===== src/ciPkg.sv =====
package ciPkg;

  // custom-instruction port widths
  typedef logic [31:0] ciWord_t;    // operands and result
  typedef logic [7:0]  ciNumber_t;  // instruction number, ciN

  // pixel formats
  typedef logic [15:0] rgb565_t;
  typedef logic [7:0]  gray_t;

  // default instruction numbers of the extensions
  localparam ciNumber_t swapByteNumber  = 8'd1;
  localparam ciNumber_t delayNumber     = 8'd6;
  localparam ciNumber_t profileNumber   = 8'd11;
  localparam ciNumber_t grayscaleNumber = 8'd12;

endpackage


===== src/resetSequencer.sv =====
`timescale 1ns/1ps

module resetSequencer #(
  parameter int resetCycles = 16
) (
  input  logic s_systemClock,
  input  logic s_pllLocked,
  output logic cpuReset,
  output logic resetDone
);

  localparam int countWidth = (resetCycles > 0) ? $clog2(resetCycles + 1) : 1;
  localparam logic [countWidth-1:0] terminalCount = countWidth'(resetCycles);

  logic [countWidth-1:0] countReg;

  // saturates at the terminal count, restarts on every loss of lock
  always_ff @(posedge s_systemClock or negedge s_pllLocked) begin
    if (!s_pllLocked) begin
      countReg <= '0;
    end else if (countReg != terminalCount) begin
      countReg <= countReg + 1'b1;
    end
  end

  assign resetDone = (countReg == terminalCount);  // released level
  assign cpuReset  = ~resetDone;

endmodule


===== src/swapByteIse.sv =====
`timescale 1ns/1ps

module swapByteIse #(
  parameter ciPkg::ciNumber_t customInstructionId = ciPkg::swapByteNumber
) (
  input  logic             ciStart,
  input  ciPkg::ciNumber_t ciN,
  input  ciPkg::ciWord_t   ciDataA,
  output logic             ciDone,
  output ciPkg::ciWord_t   ciResult
);

  // answers in the start cycle
  assign ciDone = ciStart && (ciN == customInstructionId);

  // byte 0 <-> byte 3, byte 1 <-> byte 2
  assign ciResult = ciDone ? {ciDataA[7:0], ciDataA[15:8], ciDataA[23:16], ciDataA[31:24]}
                           : '0;

endmodule


===== src/rgb565GrayscaleIse.sv =====
`timescale 1ns/1ps

module rgb565GrayscaleIse #(
  parameter ciPkg::ciNumber_t customInstructionId = ciPkg::grayscaleNumber
) (
  input  logic             ciStart,
  input  ciPkg::ciNumber_t ciN,
  input  ciPkg::ciWord_t   ciDataA,
  output logic             ciDone,
  output ciPkg::ciWord_t   ciResult
);

  import ciPkg::*;

  rgb565_t     pixel;
  logic [7:0]  red;
  logic [7:0]  green;
  logic [7:0]  blue;
  logic [15:0] weightedSum;
  gray_t       grayValue;

  assign pixel = ciDataA[15:0];  // upper half ignored

  // widen each channel to 8 bits
  assign red   = {pixel[15:11], 3'b000};
  assign green = {pixel[10:5], 2'b00};
  assign blue  = {pixel[4:0], 3'b000};

  // weights sum to 256, so the total fits 16 bits
  assign weightedSum = 16'(red) * 16'd54
                     + 16'(green) * 16'd183
                     + 16'(blue) * 16'd19;

  assign grayValue = weightedSum[15:8];

  assign ciDone   = ciStart && (ciN == customInstructionId);
  assign ciResult = ciDone ? ciWord_t'(grayValue) : '0;

endmodule


===== src/delayIse.sv =====
`timescale 1ns/1ps

module delayIse #(
  parameter ciPkg::ciNumber_t customInstructionId = ciPkg::delayNumber,
  parameter int               systemClockInHz     = 74250000
) (
  input  logic             s_systemClock,
  input  logic             cpuReset,
  input  logic             ciStart,
  input  ciPkg::ciNumber_t ciN,
  input  ciPkg::ciWord_t   ciDataA,
  output logic             ciDone,
  output ciPkg::ciWord_t   ciResult
);

  import ciPkg::*;

  localparam int clocksPerUs   = systemClockInHz / 1000000;
  localparam int prescaleWidth = $clog2(clocksPerUs);

  // the start cycle already counts towards the first microsecond
  localparam logic [prescaleWidth-1:0] firstReload = prescaleWidth'(clocksPerUs - 2);
  localparam logic [prescaleWidth-1:0] usReload    = prescaleWidth'(clocksPerUs - 1);

  typedef enum logic [1:0] {
    idle,
    counting,
    finishing
  } delayState_t;

  delayState_t              stateReg;
  delayState_t              stateNext;
  ciWord_t                  usLeftReg;
  logic [prescaleWidth-1:0] prescaleReg;
  logic                     startHit;
  logic                     usTick;
  logic                     lastTick;

  assign startHit = ciStart && (ciN == customInstructionId);
  assign usTick   = (prescaleReg == '0);
  assign lastTick = usTick && (usLeftReg == ciWord_t'(1));

  always_comb begin
    stateNext = stateReg;
    case (stateReg)
      idle: begin
        if (startHit) begin
          stateNext = (ciDataA == '0) ? finishing : counting;  // zero waits one clock
        end
      end
      counting: begin
        if (lastTick) begin
          stateNext = finishing;
        end
      end
      finishing: stateNext = idle;
      default:   stateNext = idle;
    endcase
  end

  always_ff @(posedge s_systemClock or posedge cpuReset) begin
    if (cpuReset) begin
      stateReg <= idle;
    end else begin
      stateReg <= stateNext;
    end
  end

  // microsecond prescaler and remaining count
  always_ff @(posedge s_systemClock) begin
    if (stateReg == idle) begin
      usLeftReg   <= ciDataA;
      prescaleReg <= firstReload;
    end else if (usTick) begin
      usLeftReg   <= usLeftReg - 1'b1;
      prescaleReg <= usReload;
    end else begin
      prescaleReg <= prescaleReg - 1'b1;
    end
  end

  assign ciDone   = (stateReg == finishing);
  assign ciResult = '0;  // nothing to return

endmodule


===== src/profileCounterIse.sv =====
`timescale 1ns/1ps

module profileCounterIse #(
  parameter ciPkg::ciNumber_t customInstructionId = ciPkg::profileNumber
) (
  input  logic             s_systemClock,
  input  logic             cpuReset,
  input  logic             ciStart,
  input  ciPkg::ciNumber_t ciN,
  input  ciPkg::ciWord_t   ciDataB,
  output logic             ciDone,
  output ciPkg::ciWord_t   ciResult
);

  import ciPkg::*;

  ciWord_t cycleCountReg;
  logic    runningReg;
  logic    startCmd;
  logic    stopCmd;
  logic    clearCmd;

  assign ciDone = ciStart && (ciN == customInstructionId);

  // command bits in operand B
  assign startCmd = ciDone && ciDataB[0];
  assign stopCmd  = ciDone && ciDataB[1];
  assign clearCmd = ciDone && ciDataB[2];

  always_ff @(posedge s_systemClock or posedge cpuReset) begin
    if (cpuReset) begin
      runningReg <= 1'b0;
    end else if (stopCmd) begin
      runningReg <= 1'b0;  // stop wins over start
    end else if (startCmd) begin
      runningReg <= 1'b1;
    end
  end

  always_ff @(posedge s_systemClock or posedge cpuReset) begin
    if (cpuReset) begin
      cycleCountReg <= '0;
    end else if (clearCmd) begin
      cycleCountReg <= '0;
    end else if (runningReg) begin
      cycleCountReg <= cycleCountReg + 1'b1;
    end
  end

  // value from before this command takes effect
  assign ciResult = ciDone ? cycleCountReg : '0;

endmodule


===== src/ciBank.sv =====
`timescale 1ns/1ps

module ciBank #(
  parameter int systemClockInHz = 74250000,
  parameter int resetCycles     = 16
) (
  input  logic             s_systemClock,
  input  logic             s_pllLocked,
  input  logic             ciStart,
  input  ciPkg::ciNumber_t ciN,
  input  ciPkg::ciWord_t   ciDataA,
  input  ciPkg::ciWord_t   ciDataB,
  output logic             ciDone,
  output ciPkg::ciWord_t   ciResult,
  output logic             resetDone
);

  import ciPkg::*;

  logic    s_cpuReset;
  logic    s_activeStart;
  logic    s_swapByteDone;
  logic    s_grayscaleDone;
  logic    s_delayDone;
  logic    s_profileDone;
  ciWord_t s_swapByteResult;
  ciWord_t s_grayscaleResult;
  ciWord_t s_delayResult;
  ciWord_t s_profileResult;

  resetSequencer #(
    .resetCycles(resetCycles)
  ) resetSeq (
    .s_systemClock(s_systemClock),
    .s_pllLocked  (s_pllLocked),
    .cpuReset     (s_cpuReset),
    .resetDone    (resetDone)
  );

  // same-cycle extensions answer straight from the start,
  // so their start is held off until the reset is released
  assign s_activeStart = ciStart & resetDone;

  swapByteIse #(
    .customInstructionId(swapByteNumber)
  ) swapByte (
    .ciStart (s_activeStart),
    .ciN     (ciN),
    .ciDataA (ciDataA),
    .ciDone  (s_swapByteDone),
    .ciResult(s_swapByteResult)
  );

  rgb565GrayscaleIse #(
    .customInstructionId(grayscaleNumber)
  ) grayscale (
    .ciStart (s_activeStart),
    .ciN     (ciN),
    .ciDataA (ciDataA),
    .ciDone  (s_grayscaleDone),
    .ciResult(s_grayscaleResult)
  );

  delayIse #(
    .customInstructionId(delayNumber),
    .systemClockInHz    (systemClockInHz)
  ) delayMicro (
    .s_systemClock(s_systemClock),
    .cpuReset     (s_cpuReset),
    .ciStart      (ciStart),  // FSM held idle in reset
    .ciN          (ciN),
    .ciDataA      (ciDataA),
    .ciDone       (s_delayDone),
    .ciResult     (s_delayResult)
  );

  profileCounterIse #(
    .customInstructionId(profileNumber)
  ) profiler (
    .s_systemClock(s_systemClock),
    .cpuReset     (s_cpuReset),
    .ciStart      (s_activeStart),
    .ciN          (ciN),
    .ciDataB      (ciDataB),
    .ciDone       (s_profileDone),
    .ciResult     (s_profileResult)
  );

  // idle extensions drive zero, so a plain OR merges the answers
  assign ciDone   = s_swapByteDone | s_grayscaleDone | s_delayDone | s_profileDone;
  assign ciResult = s_swapByteResult | s_grayscaleResult | s_delayResult | s_profileResult;

endmodule


===== config.mk =====
export PLATFORM = sky130hd
export DESIGN_NAME = ciBank
export DESIGN_NICKNAME = d
export VERILOG_FILES = /design/src/ciPkg.sv /design/src/resetSequencer.sv /design/src/swapByteIse.sv /design/src/rgb565GrayscaleIse.sv /design/src/delayIse.sv /design/src/profileCounterIse.sv /design/src/ciBank.sv
export SDC_FILE = /design/constraint.sdc
export NUM_CORES = 1
export LEC_CHECK = 0
export ABC_AREA = 1
export BUFFER_PORTS_ARGS = -buffer_cell sky130_fd_sc_hd__buf_2
export CAP_MARGIN = 5
export CORE_ASPECT_RATIO = 1.75
export CORE_UTILIZATION = 54
export DETAILED_ROUTE_END_ITERATION = 8
export HOLD_SLACK_MARGIN = 0.08
export PLACE_DENSITY = 0.75
export SYNTH_ARGS = -nofsm -noshare
export SYNTH_HDL_FRONTEND = slang
export SYNTH_SLANG_ARGS = --single-unit
export TNS_END_PERCENT = 20

===== constraint.sdc =====
create_clock -name s_systemClock -period 7.35 [get_ports s_systemClock]
set_clock_uncertainty 0.15 [all_clocks]
set_input_delay 0.3675 -clock s_systemClock [delete_from_list [all_inputs] [get_ports s_systemClock]]
set_output_delay 0.3675 -clock s_systemClock [all_outputs]
set_load 0.05 [all_outputs]

Word-level counts from Yosys, hierarchy flattened

Cells that the tools add are included.

Equality and inequality tests: 11
$lt $le $gt $ge: 0
Muxes and demuxes: 14
Reduce and logical (&&, ||, !) cells: 16
Add/sub/neg operators: 6
Div/mod/pow operators: 0
Bitwise operators: 6
Shifts and indexed selects: 0
Multipliers: 3

Operators with widths:

| kind                    | count |
|---|---|
| $mux W32                | 6 |
| $or A32 B32 Y32         | 2 |
| $add A32 B1 Y32 const B | 1 |
| $eq A32 B1 Y1 const B   | 1 |
| $logic_not A32 Y1       | 1 |
| $sub A32 B1 Y32 const B | 1 |
| $mul A5 B5 Y10 const B  | 2 |
| $add A14 B16 Y16        | 1 |
| $add A16 B13 Y16        | 1 |
| $eq A8 B4 Y1 const B    | 2 |
| $mul A6 B8 Y14 const B  | 1 |
| $eq A8 B1 Y1 const B    | 1 |
| $eq A8 B3 Y1 const B    | 1 |
| $logic_and A1 B1 Y1     | 8 |
| $mux W8                 | 1 |
| $logic_not A7 Y1        | 1 |
| $sub A7 B1 Y7 const B   | 1 |
| $mux W2                 | 3 |
| $reduce_bool A2 Y1      | 3 |
| $add A5 B1 Y5 const B   | 1 |
| $eq A5 B5 Y1 const B    | 1 |
| $ne A5 B5 Y1 const B    | 1 |
| $ne A2 B1 Y1 const B    | 2 |
| $pmux W2 S2             | 1 |
| 8 further kinds         | 12 |

Logic and storage cells: 63
Output and inout port bits: 34
Memories: 0
Latch bits: 0
Memory bits (read-only): 0
Bits of input ports: 75
Register bits after elaboration: 79
Bits in writable memories: 0

Depth between registers and ports, before layout

Gate-level depths: netlist of the first run.

Depth in word-level cells: 6
Gate-level depth with buffers: 27
Mapped depth without buffers: 27

Cells and area by module

From an unflattened synthesis of the first run, not the netlist that was laid out.

Cell total of the unflattened synthesis: 1444
Area, all modules: 9566.7 um2

Modules (own cells, without submodules):

| module             | cells each | seq. area each (um2) | area each (um2) | times used |
|---|---|---|---|---|
| delayIse           | 446        | 1151.1               | 3110.5          | 1 |
| rgb565GrayscaleIse | 398        | 0.0                  | 2869.0          | 1 |
| profileCounterIse  | 386        | 825.8                | 2379.8          | 1 |
| swapByteIse        | 78         | 0.0                  | 555.5           | 1 |
| ciBank             | 101        | 0.0                  | 379.1           | 1 |
| resetSequencer     | 35         | 125.1                | 272.8           | 1 |

Least setup slack after synthesis of the first run

OpenSTA, ideal clock, no wires.

Kind: input to output
From: input port ciDataA[8]
To: output port ciResult[1]
Stages: 19
Arrival: 4.892 ns
Buffers on the path: 0
Required time: 6.832 ns
Path slack: 1.941 ns
Cells stage by stage: fa_1 > inv_1 > fa_1 > fa_1 > inv_1 > ha_1 > a21o_1 > a31oi_1 > xor2_1 > inv_1 > fa_1 > ha_1 > nand2_1 > inv_1 > a21oi_1 > o21ai_0 > nand2_1 > nand2_1 > o211ai_1

Longest elaborated chain between the ends: 6

RTL lines:

| item                          | line                     | source |
|---|---|---|
| from (decl)                   | ciBank.sv:11             | `input ciPkg::ciWord_t ciDataA,` |
| $mul A6 B8 Y14                | rgb565GrayscaleIse.sv:31 | `+ 16'(green) * 16'd183` |
| $add A14 B16 Y16              | rgb565GrayscaleIse.sv:31 |  |
| $add A16 B13 Y16              | rgb565GrayscaleIse.sv:32 | `+ 16'(blue) * 16'd19;` |
| $mux W8                       | rgb565GrayscaleIse.sv:37 | `assign ciResult = ciDone ? ciWord_t'(grayValue) : '0;` |
| $or A32 B32 Y32 (2 in series) | ciBank.sv:91             | `assign ciResult = s_swapByteResult \| s_grayscaleResult \| s_delayResult \| s_profileResult;` |
| to (decl)                     | ciBank.sv:14             | `output ciPkg::ciWord_t ciResult,` |

Every way passes these cells.

Worst setup path after layout of the first run

From: input port ciDataA[9]
To: output port ciResult[2]

Same word-level chain as after synthesis.

==> report_table.html, run 1 <==
<table>
<tr><th>Metric</th><th>Value</th></tr>
<tr><th colspan="2">Outcome</th></tr>
<tr><td>Status</td><td>finished, final reports clean</td></tr>
<tr><th colspan="2">Hold path</th></tr>
<tr><td>Kind of path behind the tightest hold check</td><td>input port to flip-flop</td></tr>
<tr><td>Worst Min Path Start</td><td>ciDataB[1]</td></tr>
<tr><th colspan="2">Floorplan</th></tr>
<tr><td>Die width</td><td>95.6 um</td></tr>
<tr><td>Num rows</td><td>59</td></tr>
<tr><td>Area inside the core boundary</td><td>about 15,000 sq um</td></tr>
<tr><td>Die Outline Area</td><td>roughly 16,000 sq um</td></tr>
<tr><td>Effective utilization at floorplan</td><td>a little under three fifths</td></tr>
<tr><td>Io pins</td><td>~110</td></tr>
<tr><td>Die H</td><td>roughly 170 um</td></tr>
<tr><th colspan="2">Place</th></tr>
<tr><td>Post-Place Cells</td><td>roughly 1,400</td></tr>
<tr><td>Final RePlAce weighted congestion</td><td>0.974</td></tr>
<tr><td>Setup Slack @ Placement</td><td>between 1 and 1.5 ns</td></tr>
<tr><td>Post-detailed-placement half-perimeter wirelength</td><td>between 15 and 20 mm</td></tr>
<tr><td>Buffers added on ports</td><td>79</td></tr>
<tr><th colspan="2">Global routing</th></tr>
<tr><td>Largest net degree at the start of global routing</td><td>37</td></tr>
<tr><td>Global-route usage over all layers</td><td>31.2%</td></tr>
<tr><td>Number of global-route vias before repair</td><td>slightly below 8,000</td></tr>
<tr><td>Total congestion overflow</td><td>0</td></tr>
<tr><td>First-pass GRT wire length</td><td>37.7 mm</td></tr>
<tr><td>Antenna violations before repair</td><td>0</td></tr>
<tr><th colspan="2">Finish</th></tr>
<tr><td>Final #Nets</td><td>1,413</td></tr>
<tr><td>Relative area change from synthesis to final layout</td><td>10.4%</td></tr>
<tr><td>Number of antenna diodes</td><td>0</td></tr>
<tr><td>Cell Count, Final, Fillers Out</td><td>roughly 1,400</td></tr>
<tr><td>Ratio of cells with drive above 1 in the final layout</td><td>between 10% and 20%</td></tr>
<tr><th colspan="2">Pwr</th></tr>
<tr><td>Total chip power</td><td>~0.0025 W</td></tr>
<tr><td>Worst supply voltage drop on vdd</td><td>around 0.43 mV</td></tr>
<tr><td>P per Cell Area</td><td>~270 nW/um^2</td></tr>
<tr><td>Static leakage power</td><td>approximately 4.6 nW</td></tr>
<tr><th colspan="2">Flow run</th></tr>
<tr><td>Reported max-cap violation count</td><td>0</td></tr>
<tr><th colspan="2">Clock tree</th></tr>
<tr><td>Buffer depth of the longest clock path</td><td>2</td></tr>
<tr><td>TritonCTS clock tree</td><td>built</td></tr>
<tr><td>Setup Fix Bufs, Post-CTS</td><td>0</td></tr>
<tr><td>Root buffer cell</td><td>sky130_fd_sc_hd__clkbuf_16</td></tr>
<tr><td>Clock buffers created by TritonCTS</td><td>9</td></tr>
<tr><td>H-tree depth</td><td>3</td></tr>
<tr><td>Clock Sink Count</td><td>79</td></tr>
<tr><td>Clock edge transition at the registers on the reported setup and hold paths</td><td>around 0.06 ns</td></tr>
<tr><td>Latest clock arrival within the worst-skew pair</td><td>~0.35 ns</td></tr>
<tr><td>Cells resized by post-CTS repair</td><td>0</td></tr>
<tr><td>Hold buffer count at cts</td><td>1</td></tr>
<tr><th colspan="2">Synthesis</th></tr>
<tr><td>Synthesized-area fraction occupied by and/or/nand/nor cells</td><td>30.0%</td></tr>
<tr><td>Mapped Avg Cell Area</td><td>7.21 sq um</td></tr>
<tr><td>Count of mapped cells out of synthesis</td><td>between 1,000 and 1,500</td></tr>
<tr><td>Cell area after synthesis</td><td>slightly above 8000 sq um</td></tr>
<tr><td>Synthesis warning total</td><td>0</td></tr>
<tr><td>Nets in the synthesized netlist</td><td>1,333</td></tr>
<tr><td>Combinational family with the most area after synthesis</td><td>simple AND/OR/NAND/NOR gates</td></tr>
<tr><td>Number of register bits inferred by synthesis</td><td>79</td></tr>
<tr><td>Predominant post-synthesis flop cell</td><td>sky130_fd_sc_hd__dfrtp_1</td></tr>
<tr><td>Async S/R FF share, synth</td><td>between 50% and 60%</td></tr>
<tr><td>Synthesized-area fraction occupied by ao, oa, aoi and oai cells</td><td>between 10% and 20%</td></tr>
<tr><td>Share of synthesized area spent on multiplexers</td><td>0%</td></tr>
<tr><td>Number of distinct standard cells referenced by the synthesized netlist</td><td>50</td></tr>
<tr><td>Count of flip-flops with a built-in enable after synthesis</td><td>32</td></tr>
<tr><td>Fraction of synthesized cell area in xor and xnor cells</td><td>4.87%</td></tr>
<tr><td>Share of synthesized area occupied by flip-flops and latches</td><td>between 20% and 30%</td></tr>
<tr><td>Adder-cell area share of the yosys netlist</td><td>roughly a fifth</td></tr>
<tr><th colspan="2">Routing</th></tr>
<tr><td>Final antenna-violating net count</td><td>0</td></tr>
<tr><td>Number of design rule violations left after detail routing</td><td>0</td></tr>
<tr><td>Post-detailed-route wirelength per cell</td><td>roughly 17 um</td></tr>
<tr><td>Detailed-route via count</td><td>7,980</td></tr>
<tr><td>Via density</td><td>around 5.6</td></tr>
<tr><td>Final routed wirelength across all metal layers</td><td>around 24 mm</td></tr>
<tr><td>Number of iterations in the first detailed-routing pass</td><td>5</td></tr>
<tr><td>DR iter-0 viols</td><td>between 500 and 600</td></tr>
<tr><th colspan="2">Setup path</th></tr>
<tr><td>Startpoint type of the worst setup path</td><td>input port</td></tr>
<tr><td>Startpoint of the worst register-to-register path</td><td>resetSeq.countReg[0]</td></tr>
<tr><td>Arr. time, crit path</td><td>~5.3 ns</td></tr>
<tr><td>Type of the worst setup path</td><td>input port to output port</td></tr>
<tr><td>Capturing element of the worst setup path</td><td>ciResult[2]</td></tr>
<tr><td>Critical R2R Capture</td><td>profiler.cycleCountReg[1]</td></tr>
<tr><td>Type of element capturing the critical path</td><td>output port</td></tr>
<tr><td>Reg2reg setup slack</td><td>between 4 and 5 ns</td></tr>
<tr><td>Highest fanout seen on the critical path</td><td>6</td></tr>
<tr><td>Worst r2r path cells</td><td>9</td></tr>
<tr><td>Worst Setup SP</td><td>ciDataA[9]</td></tr>
<tr><td>Critical path required time</td><td>6.83 ns</td></tr>
<tr><th colspan="2">Timing</th></tr>
<tr><td>Transition at the pin with the smallest max-transition slack</td><td>a little over 0.9 ns</td></tr>
<tr><td>RSZ-0062 raised after global routing</td><td>no</td></tr>
<tr><td>Number of failing setup endpoints in the final timing report</td><td>0</td></tr>
<tr><td>Worst Slack Setup Final</td><td>between 1.5 and 2 ns</td></tr>
<tr><td>Period utilization</td><td>79.5%</td></tr>
<tr><td>Max-slew violation count</td><td>0</td></tr>
<tr><td>Worst rel slew slack</td><td>between 30 and 40%</td></tr>
<tr><td>Final hold violation count</td><td>0</td></tr>
<tr><td>Maximum achievable frequency</td><td>~170 MHz</td></tr>
<tr><td>Final setup TNS</td><td>0 ns</td></tr>
<tr><td>Post-layout min period</td><td>5.84 ns</td></tr>
</table>
-- registers in the layout (all words and copies together), names as in the netlist --
register,cells
resetSeq.countReg,5
delayMicro.prescaleReg,7
profiler.cycleCountReg,32
delayMicro.stateReg,2
delayMicro.usLeftReg,32
profiler.runningReg,1
-- through the flow --
step / utilization, % / area, sq um / hold WS [ns]
after floorplan: - / 8280 / -0.0781
after global placement: 59.4 / 8850 / 0.0378
after detailed placement: 59.4 / 8850 / 0.0375
after CTS: 61.3 / 9140 / 0.111
after global routing: 61.3 / 9140 / 0.138
final: 61.3 / 9140 / 0.116
-- synthesized netlist by cell type (2+ instances only) --
master                     number  area, sq um
sky130_fd_sc_hd__buf_6          2         22.5
sky130_fd_sc_hd__fa_1          26          521
sky130_fd_sc_hd__nand3b_1       4         30.0
sky130_fd_sc_hd__o21bai_1       7         52.6
sky130_fd_sc_hd__nand4_2        2         25.0
sky130_fd_sc_hd__a211oi_1       2         15.0
sky130_fd_sc_hd__nor2_2         9         56.3
sky130_fd_sc_hd__a21o_1         3         22.5
sky130_fd_sc_hd__o22ai_1        2         12.5
sky130_fd_sc_hd__o22ai_2       19          238
sky130_fd_sc_hd__ha_1          84         1050
sky130_fd_sc_hd__inv_2          4         15.0
sky130_fd_sc_hd__nand4_1       23          144
sky130_fd_sc_hd__nand2_1      251          942
sky130_fd_sc_hd__clkbuf_1       7         26.3
sky130_fd_sc_hd__xor2_1        22          193
sky130_fd_sc_hd__nor3_2         3         30.0
sky130_fd_sc_hd__a31oi_1        7         43.8
sky130_fd_sc_hd__dfrtp_1       40         1000
sky130_fd_sc_hd__o211ai_1       2         15.0
sky130_fd_sc_hd__or2_2          3         18.8
sky130_fd_sc_hd__nor2_1       137          514
sky130_fd_sc_hd__dfxtp_1        7          140
sky130_fd_sc_hd__buf_4          2         15.0
sky130_fd_sc_hd__edfxtp_1      32          961
sky130_fd_sc_hd__xnor2_1       24          210
sky130_fd_sc_hd__and2_1         5         31.3
sky130_fd_sc_hd__nor4_1         3         18.8
sky130_fd_sc_hd__nor3_1        29          145
sky130_fd_sc_hd__inv_1        194          728
sky130_fd_sc_hd__nand3_1       85          425
sky130_fd_sc_hd__o21ai_1        7         35.0
sky130_fd_sc_hd__buf_2          4         20.0
sky130_fd_sc_hd__a21oi_1       30          150
sky130_fd_sc_hd__o21ai_0       52          260
-- final cells by class --
| cell class | instances | area (sq um) |
|---|---|---|
| fill | 1497 | 5770 |
| clock inverter | 7 | 55.1 |
| inverter | 198 | 743 |
| sequential | 79 | 2100 |
| multi-input combinational | 856 | 5350 |
| tap | 183 | 229 |
| clock buffer | 9 | 225 |
| timing repair buffer | 84 | 435 |
-- where the power goes --
group	internal (W)	switching, W	leakage (nW)
Combinational	0.000545	0.000915	3.56
Clock	0.000233	0.000198	0.134
Sequential	0.000517	0.0000583	0.897
-- per-layer routing --
layer / global-route usage (%) / vias up / wire length, um / share of wire, %
met5: 0 / - / 0 / 0
met4: 20.9 / 0 / 1720 / 7.3
met3: 3.89 / 87 / 1150 / 4.9
met2: 53.4 / 294 / 11800 / 50
met1: 35.2 / 3705 / 8970 / 38
li1: - / 3894 / - / -
-- worst min path at each step --
stage / endpoint / cells past startpoint / slack (ns)
floorplan: resetSeq.countReg[0] / 0 / -0.08
global placement: resetSeq.countReg[0] / 1 / 0.04
detailed placement: resetSeq.countReg[0] / 1 / 0.04
CTS: profiler.runningReg / 2 / 0.11
global route: profiler.runningReg / 2 / 0.14
finish: profiler.runningReg / 2 / 0.12
-- worst max-delay path, cell delays in order --
cell                       delay [ns]
sky130_fd_sc_hd__buf_2           0.14
sky130_fd_sc_hd__inv_1           0.17
sky130_fd_sc_hd__ha_1            0.37
sky130_fd_sc_hd__inv_1           0.07
sky130_fd_sc_hd__fa_1            0.54
sky130_fd_sc_hd__inv_1           0.06
sky130_fd_sc_hd__fa_1            0.54
sky130_fd_sc_hd__inv_1           0.05
sky130_fd_sc_hd__ha_1            0.36
sky130_fd_sc_hd__nand2_1         0.10
sky130_fd_sc_hd__nand2_1         0.06
sky130_fd_sc_hd__a31o_2          0.22
sky130_fd_sc_hd__xor2_1          0.24
sky130_fd_sc_hd__fa_1            0.46
sky130_fd_sc_hd__ha_1            0.37
sky130_fd_sc_hd__a21oi_1         0.16
sky130_fd_sc_hd__a21boi_0        0.18
sky130_fd_sc_hd__nand2_1         0.13
sky130_fd_sc_hd__or2_2           0.29
sky130_fd_sc_hd__nand3_1         0.11
sky130_fd_sc_hd__nand3_1         0.11
sky130_fd_sc_hd__buf_2           0.23
-- layout by cell type (no fill, tap or decap), drive strengths merged, types with 3 or more instances in the layout --
master and n:
ha 84, nor4 4, a21oi 30, buf 83
nand2 253, nand3 87, or2 4, clkinv 3
nand4 25, and2 5, a31oi 7, nor2 146
o21bai 7, dfrtp 40, o21ai 59, a21o 3
nor3 33, inv 201, edfxtp 32, o22ai 21
xor2 22, clkbuf 9, fa 26, xnor2 24
dfxtp 7, nand3b 4
-- cell families (layout without fill, tap and decap cells) --
| family | after synthesis | after routing |
|---|---|---|
| fa+ha+maj | 110 | 110 |
| flops | 79 | 79 |
| compound gates | 137 | 137 |
| xor+xnor | 46 | 46 |
| buf+inv | 213 | 298 |
| simple gates | 563 | 563 |
(Power assumes the default switching activity.)
==> run 2: changes to the inputs <==
--- a/config.mk
+++ b/config.mk
@@ -12,7 +12,7 @@
 export CORE_UTILIZATION = 54
 export DETAILED_ROUTE_END_ITERATION = 8
 export HOLD_SLACK_MARGIN = 0.08
-export PLACE_DENSITY = 0.75
+export PLACE_DENSITY = 0.78
 export SYNTH_ARGS = -nofsm -noshare
 export SYNTH_HDL_FRONTEND = slang
 export SYNTH_SLANG_ARGS = --single-unit
==> constraint.sdc (replaced) <==
create_clock -name s_systemClock -period 4.8 [get_ports s_systemClock]
set_clock_uncertainty 0.15 [all_clocks]
set_input_delay 0.24 -clock s_systemClock [delete_from_list [all_inputs] [get_ports s_systemClock]]
set_output_delay 0.24 -clock s_systemClock [all_outputs]
set_load 0.05 [all_outputs]
==> report_table.html, run 2 (same netlist as run 1, synthesis figures left out) <==
<table>
<tr><th>Metric</th><th>Value</th></tr>
<tr><th colspan="2">Finish</th></tr>
<tr><td>Relative area change from synthesis to final layout</td><td>21.0% (was 10.4%)</td></tr>
<tr><td>Final #Nets</td><td>1,481 (was 1,413)</td></tr>
<tr><td>Largest registers</td><td>delayMicro.usLeftReg x32, profiler.cycleCountReg x32, delayMicro.prescaleReg x7 (unchanged)</td></tr>
<tr><td>Layout filler cell count</td><td>1,309 (was 1,497)</td></tr>
<tr><td>Number of antenna diodes</td><td>0 (unchanged)</td></tr>
<tr><td>Most frequent standard cell in the layout excluding fill and tap cells</td><td>sky130_fd_sc_hd__nand2_1 (unchanged)</td></tr>
<tr><td>Commonest cells after routing, fill and taps aside</td><td>sky130_fd_sc_hd__nand2_1 (241), sky130_fd_sc_hd__inv_1 (192), sky130_fd_sc_hd__nor2_1 (131), sky130_fd_sc_hd__nand3_1 (80), sky130_fd_sc_hd__ha_1 (74) (was sky130_fd_sc_hd__nand2_1 (251), sky130_fd_sc_hd__inv_1 (194), sky130_fd_sc_hd__nor2_1 (136), sky130_fd_sc_hd__nand3_1 (85), sky130_fd_sc_hd__ha_1 (84))</td></tr>
<tr><td>Ratio of cells with drive above 1 in the final layout</td><td>19.2% (was 11.8%)</td></tr>
<tr><th colspan="2">Timing</th></tr>
<tr><td>Worst rel slew slack</td><td>47.5% (was 38.6%)</td></tr>
<tr><td>Max-slew violation count</td><td>0 (unchanged)</td></tr>
<tr><td>Worst Slack Setup Final</td><td>-0.370 ns (was 1.51 ns)</td></tr>
<tr><td>Number of failing setup endpoints in the final timing report</td><td>8 (was 0)</td></tr>
<tr><td>Final hold violation count</td><td>0 (unchanged)</td></tr>
<tr><td>Transition at the pin with the smallest max-transition slack</td><td>0.787 ns (was 0.918 ns)</td></tr>
<tr><td>Worst slack on hold paths</td><td>0.0909 ns (was 0.116 ns)</td></tr>
<tr><td>Maximum achievable frequency</td><td>roughly 190 MHz</td></tr>
<tr><td>RSZ-0062 raised after global routing</td><td>yes (was no)</td></tr>
<tr><td>Period utilization</td><td>108%</td></tr>
<tr><td>Post-layout min period</td><td>around 5.2 ns</td></tr>
<tr><th colspan="2">Routing</th></tr>
<tr><td>Via density</td><td>5.67 (was 5.64)</td></tr>
<tr><td>Number of design rule violations left after detail routing</td><td>0 (unchanged)</td></tr>
<tr><td>Final antenna-violating net count</td><td>0 (unchanged)</td></tr>
<tr><td>DR iter-0 viols</td><td>524 (was 551)</td></tr>
<tr><td>Detailed-route via count</td><td>8,413 (was 7,980)</td></tr>
<tr><td>Post-detailed-route wirelength per cell</td><td>16.9 um (was 16.7 um)</td></tr>
<tr><td>Number of iterations in the first detailed-routing pass</td><td>5 (unchanged)</td></tr>
<tr><td>Final routed wirelength across all metal layers</td><td>25.1 mm (was 23.6 mm)</td></tr>
<tr><th colspan="2">Setup path</th></tr>
<tr><td>Most Frequent Cell on Critical Path</td><td>sky130_fd_sc_hd__buf_4 (was sky130_fd_sc_hd__inv_1)</td></tr>
<tr><td>Sequence of cells on the critical path</td><td>buf_4 -&gt; fa_2 -&gt; inv_2 -&gt; fa_1 -&gt; fa_1 -&gt; inv_2 -&gt; ha_4 -&gt; a21o_1 -&gt; nand3_2 -&gt; nand2_2 -&gt; a21oi_2 -&gt; buf_4 -&gt; xnor2_1 -&gt; buf_4 -&gt; fa_1 -&gt; ha_4 -&gt; nand2_2 -&gt; nor2_1 -&gt; nand2_1 -&gt; nand3_1 -&gt; nand3_2 -&gt; o211ai_1 -&gt; buf_4 (was buf_2 -&gt; inv_1 -&gt; ha_1 -&gt; inv_1 -&gt; fa_1 -&gt; inv_1 -&gt; fa_1 -&gt; inv_1 -&gt; ha_1 -&gt; nand2_1 -&gt; nand2_1 -&gt; a31o_2 -&gt; xor2_1 -&gt; fa_1 -&gt; ha_1 -&gt; a21oi_1 -&gt; a21boi_0 -&gt; nand2_1 -&gt; or2_2 -&gt; nand3_1 -&gt; nand3_1 -&gt; buf_2)</td></tr>
<tr><td>Reg2reg setup slack</td><td>2.28 ns (was 4.42 ns)</td></tr>
<tr><td>Startpoint type of the worst setup path</td><td>input port (unchanged)</td></tr>
<tr><td>Arr. time, crit path</td><td>4.78 ns (was 5.32 ns)</td></tr>
<tr><td>Capturing element of the worst setup path</td><td>ciResult[3] (was ciResult[2])</td></tr>
<tr><td>Type of element capturing the critical path</td><td>output port (unchanged)</td></tr>
<tr><td>Worst Setup SP</td><td>ciDataA[9] (unchanged)</td></tr>
<tr><td>Delay of the slowest cell on the worst path</td><td>0.57 ns (was 0.54 ns)</td></tr>
<tr><td>Crit-path leading delay family</td><td>adder cells (unchanged)</td></tr>
<tr><td>Critical path required time</td><td>4.41 ns (was 6.83 ns)</td></tr>
<tr><td>Type of the worst setup path</td><td>input port to output port (unchanged)</td></tr>
<tr><td>Total buffers and inverters traversed by the critical path</td><td>6 (unchanged)</td></tr>
<tr><td>Highest fanout seen on the critical path</td><td>3 (was 6)</td></tr>
<tr><td>CP Depth</td><td>23 (was 22)</td></tr>
<tr><td>Critical R2R Capture</td><td>delayMicro.prescaleReg[5] (was profiler.cycleCountReg[1])</td></tr>
<tr><td>Startpoint of the worst register-to-register path</td><td>delayMicro.prescaleReg[3] (was resetSeq.countReg[0])</td></tr>
<tr><td>Worst r2r path cells</td><td>8 (was 9)</td></tr>
<tr><td>Slowest cell on the critical path</td><td>sky130_fd_sc_hd__fa_2 (was sky130_fd_sc_hd__fa_1)</td></tr>
<tr><th colspan="2">Global routing</th></tr>
<tr><td>First-pass GRT wire length</td><td>40.1 mm (was 37.7 mm)</td></tr>
<tr><td>Total congestion overflow</td><td>0 (unchanged)</td></tr>
<tr><td>Antenna violations before repair</td><td>0 (unchanged)</td></tr>
<tr><td>Global-route usage over all layers</td><td>33.3% (was 31.2%)</td></tr>
<tr><td>Number of global-route vias before repair</td><td>8,312 (was 7,928)</td></tr>
<tr><td>Largest net degree at the start of global routing</td><td>38 (was 37)</td></tr>
<tr><th colspan="2">Floorplan</th></tr>
<tr><td>Die H</td><td>166 um (unchanged)</td></tr>
<tr><td>Die Outline Area</td><td>15,900 sq um (unchanged)</td></tr>
<tr><td>Die width</td><td>95.6 um (unchanged)</td></tr>
<tr><td>Num rows</td><td>59 (unchanged)</td></tr>
<tr><td>Effective utilization at floorplan</td><td>55.5% (unchanged)</td></tr>
<tr><td>Area inside the core boundary</td><td>14,900 sq um (unchanged)</td></tr>
<tr><td>Io pins</td><td>109 (unchanged)</td></tr>
<tr><th colspan="2">Flow run</th></tr>
<tr><td>Reported max-cap violation count</td><td>0 (unchanged)</td></tr>
<tr><th colspan="2">Pwr</th></tr>
<tr><td>Internal Power</td><td>0.00284 W (was 0.00129 W)</td></tr>
<tr><td>Net switching power</td><td>0.00218 W (was 0.00117 W)</td></tr>
<tr><td>Static leakage power</td><td>4.98 nW (was 4.59 nW)</td></tr>
<tr><td>Proportion of power drawn by flip-flops and latches</td><td>17.5% (was 23.3%)</td></tr>
<tr><td>Worst supply voltage drop on vdd</td><td>0.839 mV (was 0.428 mV)</td></tr>
<tr><td>Switching share of total power</td><td>43.5% (was 47.5%)</td></tr>
<tr><td>P per Cell Area</td><td>501 nW/um^2 (was 270 nW/um^2)</td></tr>
<tr><td>Clock power share</td><td>15.4% (was 17.5%)</td></tr>
<tr><td>Relative contribution of combinational cells to total power</td><td>67.0% (was 59.2%)</td></tr>
<tr><th colspan="2">Outcome</th></tr>
<tr><td>Failing checks</td><td>setup timing</td></tr>
<tr><td>Status</td><td>complete, but fails checks (was finished, final reports clean)</td></tr>
<tr><th colspan="2">Clock tree</th></tr>
<tr><td>Buffer depth of the longest clock path</td><td>2 (unchanged)</td></tr>
<tr><td>TritonCTS clock tree</td><td>built (unchanged)</td></tr>
<tr><td>Clock Sink Count</td><td>79 (unchanged)</td></tr>
<tr><td>Clock edge transition at the registers on the reported setup and hold paths</td><td>0.06 ns (about the same)</td></tr>
<tr><td>Latest clock arrival within the worst-skew pair</td><td>0.35 ns (about the same)</td></tr>
<tr><td>Clock buffers created by TritonCTS</td><td>9 (unchanged)</td></tr>
<tr><td>Root buffer cell</td><td>sky130_fd_sc_hd__clkbuf_16 (unchanged)</td></tr>
<tr><td>H-tree depth</td><td>3 (unchanged)</td></tr>
<tr><th colspan="2">Hold path</th></tr>
<tr><td>Kind of path behind the tightest hold check</td><td>input port to flip-flop (unchanged)</td></tr>
<tr><th colspan="2">Place</th></tr>
<tr><td>Final RePlAce weighted congestion</td><td>1.00 (was 0.974)</td></tr>
<tr><td>Buffers added on ports</td><td>79 (unchanged)</td></tr>
<tr><td>Post-detailed-placement half-perimeter wirelength</td><td>20.0 mm (was 19.4 mm)</td></tr>
<tr><td>Setup Slack @ Placement</td><td>-0.573 ns (was 1.50 ns)</td></tr>
</table>
[run 2: per-stage QoR]
stage	power, W	setup TNS [ns]	cell area (sq um)	utilization, %	cells
finish	0.00502	-2.03	10000	67.2	1484
global route	0.00539	-3.43	10000	67.2	1484
CTS	0.00457	-1.14	9870	66.2	1481
detailed placement	0.00360	-3.57	9340	62.6	1459
global placement	0.00354	-2.70	9340	62.6	1459
floorplan	0.00266	-0.274	8310	-	1148
[run 2: worst min path at each step]
stage / to / depth (start not counted) / startpoint
after floorplan: resetSeq.countReg[0] / 0 / s_pllLocked
after global placement: resetSeq.countReg[0] / 1 / s_pllLocked
after detailed placement: resetSeq.countReg[0] / 1 / s_pllLocked
after CTS: delayMicro.usLeftReg[26] / 3 / ciDataA[26]
after global routing: delayMicro.usLeftReg[26] / 3 / ciDataA[26]
final: delayMicro.usLeftReg[17] / 3 / ciDataA[17]
[run 2: power by group through the flow]
| stage | clock (W) | sequential, W | combinational (W) |
|---|---|---|---|
| 3_5_place_dp | 0 | 0.000891 | 0.00271 |
| 3_3_place_gp | 0 | 0.000887 | 0.00266 |
| 6_report | 0.000774 | 0.000880 | 0.00337 |
| 2_1_floorplan | 0 | 0.000861 | 0.00180 |
| 5_1_grt | 0.000802 | 0.000887 | 0.00370 |
| 4_1_cts | 0.000772 | 0.000877 | 0.00292 |
[run 2: tightest hold or removal path, cell delays in order]
cell	delay (ns)
sky130_fd_sc_hd__buf_2	0.11
sky130_fd_sc_hd__nand2_1	0.05
sky130_fd_sc_hd__o21ai_1	0.07
[run 2: layout make-up]
class	instances	area [sq um]	share of cell area [%]
clock buffers	12	256	2.56
flip-flops and latches	79	2100	21.0
inverters	198	743	7.42
clock inverters	4	76.3	0.762
well taps	183	229	2.29
multi-input cells	856	5600	55.9
repair buffers	152	1010	10.1
[run 2: repair_timing]
item | CTS | global route
setup buffers | 0 | 3
resized for setup | 33 | 26
endpoints found under the hold margin | 8 | 0
hold buffers | 6 | 0
pin swaps | 12 | 19
setup endpoints to repair | 8 | 8
[run 2: metal layers]
layer | GRT usage, % | up-vias | wire, um
met4 | 24.1 | 0 | 1960
met3 | 4.72 | 108 | 1520
met1 | 36.5 | 3908 | 9080
li1 | - | 4034 | -
met5 | 0 | - | 0
met2 | 56.8 | 363 | 12500
==> run 3: changes to the inputs <==
--- a/config.mk
+++ b/config.mk
@@ -8,11 +8,13 @@
 export ABC_AREA = 1
 export BUFFER_PORTS_ARGS = -buffer_cell sky130_fd_sc_hd__buf_2
 export CAP_MARGIN = 5
+export CELL_PAD_IN_SITES_DETAIL_PLACEMENT = 1
+export CELL_PAD_IN_SITES_GLOBAL_PLACEMENT = 2
 export CORE_ASPECT_RATIO = 1.75
-export CORE_UTILIZATION = 54
+export CORE_UTILIZATION = 31
 export DETAILED_ROUTE_END_ITERATION = 8
 export HOLD_SLACK_MARGIN = 0.08
-export PLACE_DENSITY = 0.78
+export PLACE_DENSITY = 0.87
 export SYNTH_ARGS = -nofsm -noshare
 export SYNTH_HDL_FRONTEND = slang
 export SYNTH_SLANG_ARGS = --single-unit
==> report_table.html, run 3 (same netlist as run 1, synthesis figures left out) <==
<table>
<tr><th>Metric</th><th>Value</th></tr>
<tr><th colspan="2">Outcome</th></tr>
<tr><td>Status</td><td>complete, but fails checks (unchanged)</td></tr>
<tr><td>Failing checks</td><td>DRC, setup timing (was setup timing)</td></tr>
<tr><th colspan="2">Timing</th></tr>
<tr><td>Transition at the pin with the smallest max-transition slack</td><td>0.885 ns (was 0.787 ns)</td></tr>
<tr><td>Final hold violation count</td><td>0 (unchanged)</td></tr>
<tr><td>RSZ-0062 raised after global routing</td><td>yes (unchanged)</td></tr>
<tr><td>Final setup TNS</td><td>-2.44 ns (was -2.03 ns)</td></tr>
<tr><td>Max-slew violation count</td><td>0 (unchanged)</td></tr>
<tr><td>Worst Slack Setup Final</td><td>-0.346 ns (was -0.370 ns)</td></tr>
<tr><td>Post-layout min period</td><td>5.15 ns (was 5.17 ns)</td></tr>
<tr><td>Number of failing setup endpoints in the final timing report</td><td>8 (unchanged)</td></tr>
<tr><td>Worst rel slew slack</td><td>40.7% (was 47.5%)</td></tr>
<tr><td>Worst slack on hold paths</td><td>0.0737 ns (was 0.0909 ns)</td></tr>
<tr><td>Maximum achievable frequency</td><td>194 MHz (was 193 MHz)</td></tr>
<tr><td>Period utilization</td><td>107% (was 108%)</td></tr>
<tr><th colspan="2">Floorplan</th></tr>
<tr><td>Effective utilization at floorplan</td><td>31.8% (was 55.5%)</td></tr>
<tr><td>Io pins</td><td>109 (unchanged)</td></tr>
<tr><td>Area inside the core boundary</td><td>26,100 sq um (was 14,900 sq um)</td></tr>
<tr><td>Die width</td><td>126 um (was 95.6 um)</td></tr>
<tr><td>Die H</td><td>218 um (was 166 um)</td></tr>
<tr><td>Die Outline Area</td><td>27,400 sq um (was 15,900 sq um)</td></tr>
<tr><td>Num rows</td><td>78 (was 59)</td></tr>
<tr><th colspan="2">Pwr</th></tr>
<tr><td>P per Cell Area</td><td>514 nW/um^2 (was 501 nW/um^2)</td></tr>
<tr><td>Static leakage power</td><td>5.00 nW (was 4.98 nW)</td></tr>
<tr><td>Worst supply voltage drop on vdd</td><td>0.649 mV (was 0.839 mV)</td></tr>
<tr><th colspan="2">Setup path</th></tr>
<tr><td>Critical R2R Capture</td><td>delayMicro.usLeftReg[9] (was delayMicro.prescaleReg[5])</td></tr>
<tr><td>Arr. time, crit path</td><td>4.76 ns (was 4.78 ns)</td></tr>
<tr><td>Type of element capturing the critical path</td><td>output port (unchanged)</td></tr>
<tr><td>Highest fanout seen on the critical path</td><td>5 (was 3)</td></tr>
<tr><td>Startpoint of the worst register-to-register path</td><td>delayMicro.prescaleReg[3] (unchanged)</td></tr>
<tr><td>Critical path required time</td><td>4.41 ns (about the same)</td></tr>
<tr><td>Startpoint type of the worst setup path</td><td>input port (unchanged)</td></tr>
<tr><td>Type of the worst setup path</td><td>input port to output port (unchanged)</td></tr>
<tr><td>Worst Setup SP</td><td>ciDataA[9] (unchanged)</td></tr>
<tr><td>Capturing element of the worst setup path</td><td>ciResult[5] (was ciResult[3])</td></tr>
<tr><td>Reg2reg setup slack</td><td>2.27 ns (was 2.28 ns)</td></tr>
<tr><td>Worst r2r path cells</td><td>5 (was 8)</td></tr>
<tr><th colspan="2">Place</th></tr>
<tr><td>Setup Slack @ Placement</td><td>-0.569 ns (was -0.573 ns)</td></tr>
<tr><td>Buffers added on ports</td><td>79 (unchanged)</td></tr>
<tr><td>Final RePlAce weighted congestion</td><td>0.926 (was 1.00)</td></tr>
<tr><td>Post-Place Cells</td><td>1,601 (was 1,459)</td></tr>
<tr><td>Post-detailed-placement half-perimeter wirelength</td><td>24.9 mm (was 20.0 mm)</td></tr>
<tr><td>Placement Cell Area</td><td>9540 sq um (was 9340 sq um)</td></tr>
<tr><th colspan="2">Clock tree</th></tr>
<tr><td>Root buffer cell</td><td>sky130_fd_sc_hd__clkbuf_16 (unchanged)</td></tr>
<tr><td>Clock buffers created by TritonCTS</td><td>9 (unchanged)</td></tr>
<tr><td>Clock edge transition at the registers on the reported setup and hold paths</td><td>0.06 ns (about the same)</td></tr>
<tr><td>H-tree depth</td><td>3 (unchanged)</td></tr>
<tr><td>Latest clock arrival within the worst-skew pair</td><td>0.36 ns (was 0.35 ns)</td></tr>
<tr><td>Buffer depth of the longest clock path</td><td>2 (unchanged)</td></tr>
<tr><td>Clock Sink Count</td><td>79 (unchanged)</td></tr>
<tr><td>Setup Fix Bufs, Post-CTS</td><td>0 (unchanged)</td></tr>
<tr><td>TritonCTS clock tree</td><td>built (unchanged)</td></tr>
<tr><th colspan="2">Global routing</th></tr>
<tr><td>Largest net degree at the start of global routing</td><td>37 (was 38)</td></tr>
<tr><td>Antenna violations before repair</td><td>0 (unchanged)</td></tr>
<tr><td>First-pass GRT wire length</td><td>47.7 mm (was 40.1 mm)</td></tr>
<tr><td>Global-route usage over all layers</td><td>23.0% (was 33.3%)</td></tr>
<tr><td>Number of global-route vias before repair</td><td>8,908 (was 8,312)</td></tr>
<tr><td>Total congestion overflow</td><td>0 (unchanged)</td></tr>
<tr><th colspan="2">Flow run</th></tr>
<tr><td>Reported max-cap violation count</td><td>0 (unchanged)</td></tr>
<tr><th colspan="2">Finish</th></tr>
<tr><td>Ratio of cells with drive above 1 in the final layout</td><td>20.0% (was 19.2%)</td></tr>
<tr><td>Number of antenna diodes</td><td>0 (unchanged)</td></tr>
<tr><td>Summed area of non-filler cells in the final layout</td><td>10,200 sq um (was 10,000 sq um)</td></tr>
<tr><td>Relative area change from synthesis to final layout</td><td>23.7% (was 21.0%)</td></tr>
<tr><td>Most frequent standard cell in the layout excluding fill and tap cells</td><td>sky130_fd_sc_hd__nand2_1 (unchanged)</td></tr>
<tr><td>Commonest cells after routing, fill and taps aside</td><td>sky130_fd_sc_hd__nand2_1 (235), sky130_fd_sc_hd__inv_1 (190), sky130_fd_sc_hd__nor2_1 (131), sky130_fd_sc_hd__nand3_1 (79), sky130_fd_sc_hd__ha_1 (74) (was sky130_fd_sc_hd__nand2_1 (241), sky130_fd_sc_hd__inv_1 (192), sky130_fd_sc_hd__nor2_1 (131), sky130_fd_sc_hd__nand3_1 (80), sky130_fd_sc_hd__ha_1 (74))</td></tr>
<tr><td>Largest registers</td><td>delayMicro.usLeftReg x32, profiler.cycleCountReg x32, delayMicro.prescaleReg x7 (unchanged)</td></tr>
<tr><td>Cell Count, Final, Fillers Out</td><td>1,624 (was 1,484)</td></tr>
<tr><td>Final #Nets</td><td>1,484 (was 1,481)</td></tr>
<tr><th colspan="2">Routing</th></tr>
<tr><td>Final antenna-violating net count</td><td>0 (unchanged)</td></tr>
<tr><td>Number of design rule violations left after detail routing</td><td>6 (was 0)</td></tr>
<tr><td>Detailed-route via count</td><td>8,271 (was 8,413)</td></tr>
<tr><td>Number of iterations in the first detailed-routing pass</td><td>7 (was 5)</td></tr>
<tr><td>Post-detailed-route wirelength per cell</td><td>18.5 um (was 16.9 um)</td></tr>
<tr><td>DR iter-0 viols</td><td>419 (was 524)</td></tr>
<tr><td>Via density</td><td>5.09 (was 5.67)</td></tr>
<tr><td>Final routed wirelength across all metal layers</td><td>30.0 mm (was 25.1 mm)</td></tr>
<tr><th colspan="2">Hold path</th></tr>
<tr><td>Worst Min Path Start</td><td>ciDataB[0] (was ciDataA[17])</td></tr>
<tr><td>Kind of path behind the tightest hold check</td><td>input port to flip-flop (unchanged)</td></tr>
</table>
## run 3: cell types whose count changed in the layout (fill, tap and decap cells not counted), sizes merged
cell,change
dlygate4sd3,+1
inv,-1
buf,+2
clkinv,+1
## run 3: worst max-delay path, cell delays in order
cell	delay, ns
sky130_fd_sc_hd__buf_8	0.10
sky130_fd_sc_hd__fa_1	0.55
sky130_fd_sc_hd__inv_2	0.05
sky130_fd_sc_hd__fa_1	0.48
sky130_fd_sc_hd__fa_1	0.54
sky130_fd_sc_hd__inv_2	0.05
sky130_fd_sc_hd__ha_4	0.25
sky130_fd_sc_hd__a21o_1	0.22
sky130_fd_sc_hd__a31oi_1	0.18
sky130_fd_sc_hd__xor2_1	0.16
sky130_fd_sc_hd__inv_1	0.09
sky130_fd_sc_hd__fa_1	0.59
sky130_fd_sc_hd__ha_4	0.24
sky130_fd_sc_hd__nand2_2	0.06
sky130_fd_sc_hd__nand2_2	0.07
sky130_fd_sc_hd__nand2_2	0.09
sky130_fd_sc_hd__nand2_2	0.07
sky130_fd_sc_hd__inv_2	0.08
sky130_fd_sc_hd__nand2_4	0.05
sky130_fd_sc_hd__buf_6	0.11
sky130_fd_sc_hd__nand2_4	0.05
sky130_fd_sc_hd__nand2_2	0.04
sky130_fd_sc_hd__nand2_2	0.06
sky130_fd_sc_hd__nand3_2	0.07
sky130_fd_sc_hd__nand2_2	0.13
sky130_fd_sc_hd__buf_8	0.14
## run 3: metrics by stage
step / utilization [%] / total power [W]
after floorplan: - / 0.00266
after global placement: 36.6 / 0.00366
after detailed placement: 36.6 / 0.00376
after CTS: 38.7 / 0.00479
after global routing: 39.3 / 0.00566
final: 39.3 / 0.00526
## run 3: final cells by class
cell class                 instances  area (sq um)
inverter                         198           743
multi-input combinational        856          5640
timing repair buffer             155          1050
tap                              320           400
clock buffer                      12           236
sequential                        79          2100
clock inverter                     4          72.6
fill                            3275         15800
## run 3: how the worst min path moves through the flow
| stage | end | cells after the start |
|---|---|---|
| detailed placement | resetSeq.countReg[1] | 1 |
| finish | profiler.runningReg | 3 |
| floorplan | resetSeq.countReg[0] | 0 |
| global route | profiler.runningReg | 3 |
| CTS | profiler.runningReg | 3 |
| global placement | resetSeq.countReg[1] | 1 |
## run 3: layer usage
layer / up-vias / global-route usage, % / share of wire [%]
met5: - / 0 / 0
met4: 0 / 13.7 / 5.8
met3: 76 / 2.20 / 3.4
met2: 197 / 42.9 / 52
met1: 3976 / 24.9 / 39
li1: 4022 / - / -
## run 3: where the power goes
| group | total (W) | leakage (nW) | switching [W] | internal (W) |
|---|---|---|---|---|
| Sequential | 0.000882 | 0.897 | 0.0000902 | 0.000792 |
| Combinational | 0.00363 | 3.95 | 0.00201 | 0.00162 |
| Clock | 0.000744 | 0.147 | 0.000288 | 0.000456 |
## run 3: what timing repair did
item / CTS / global route
setup endpoints to repair: 8 / 8
resized for setup: 33 / 42
hold buffers: 7 / 0
pin swaps: 8 / 24
endpoints found under the hold margin: 10 / 0
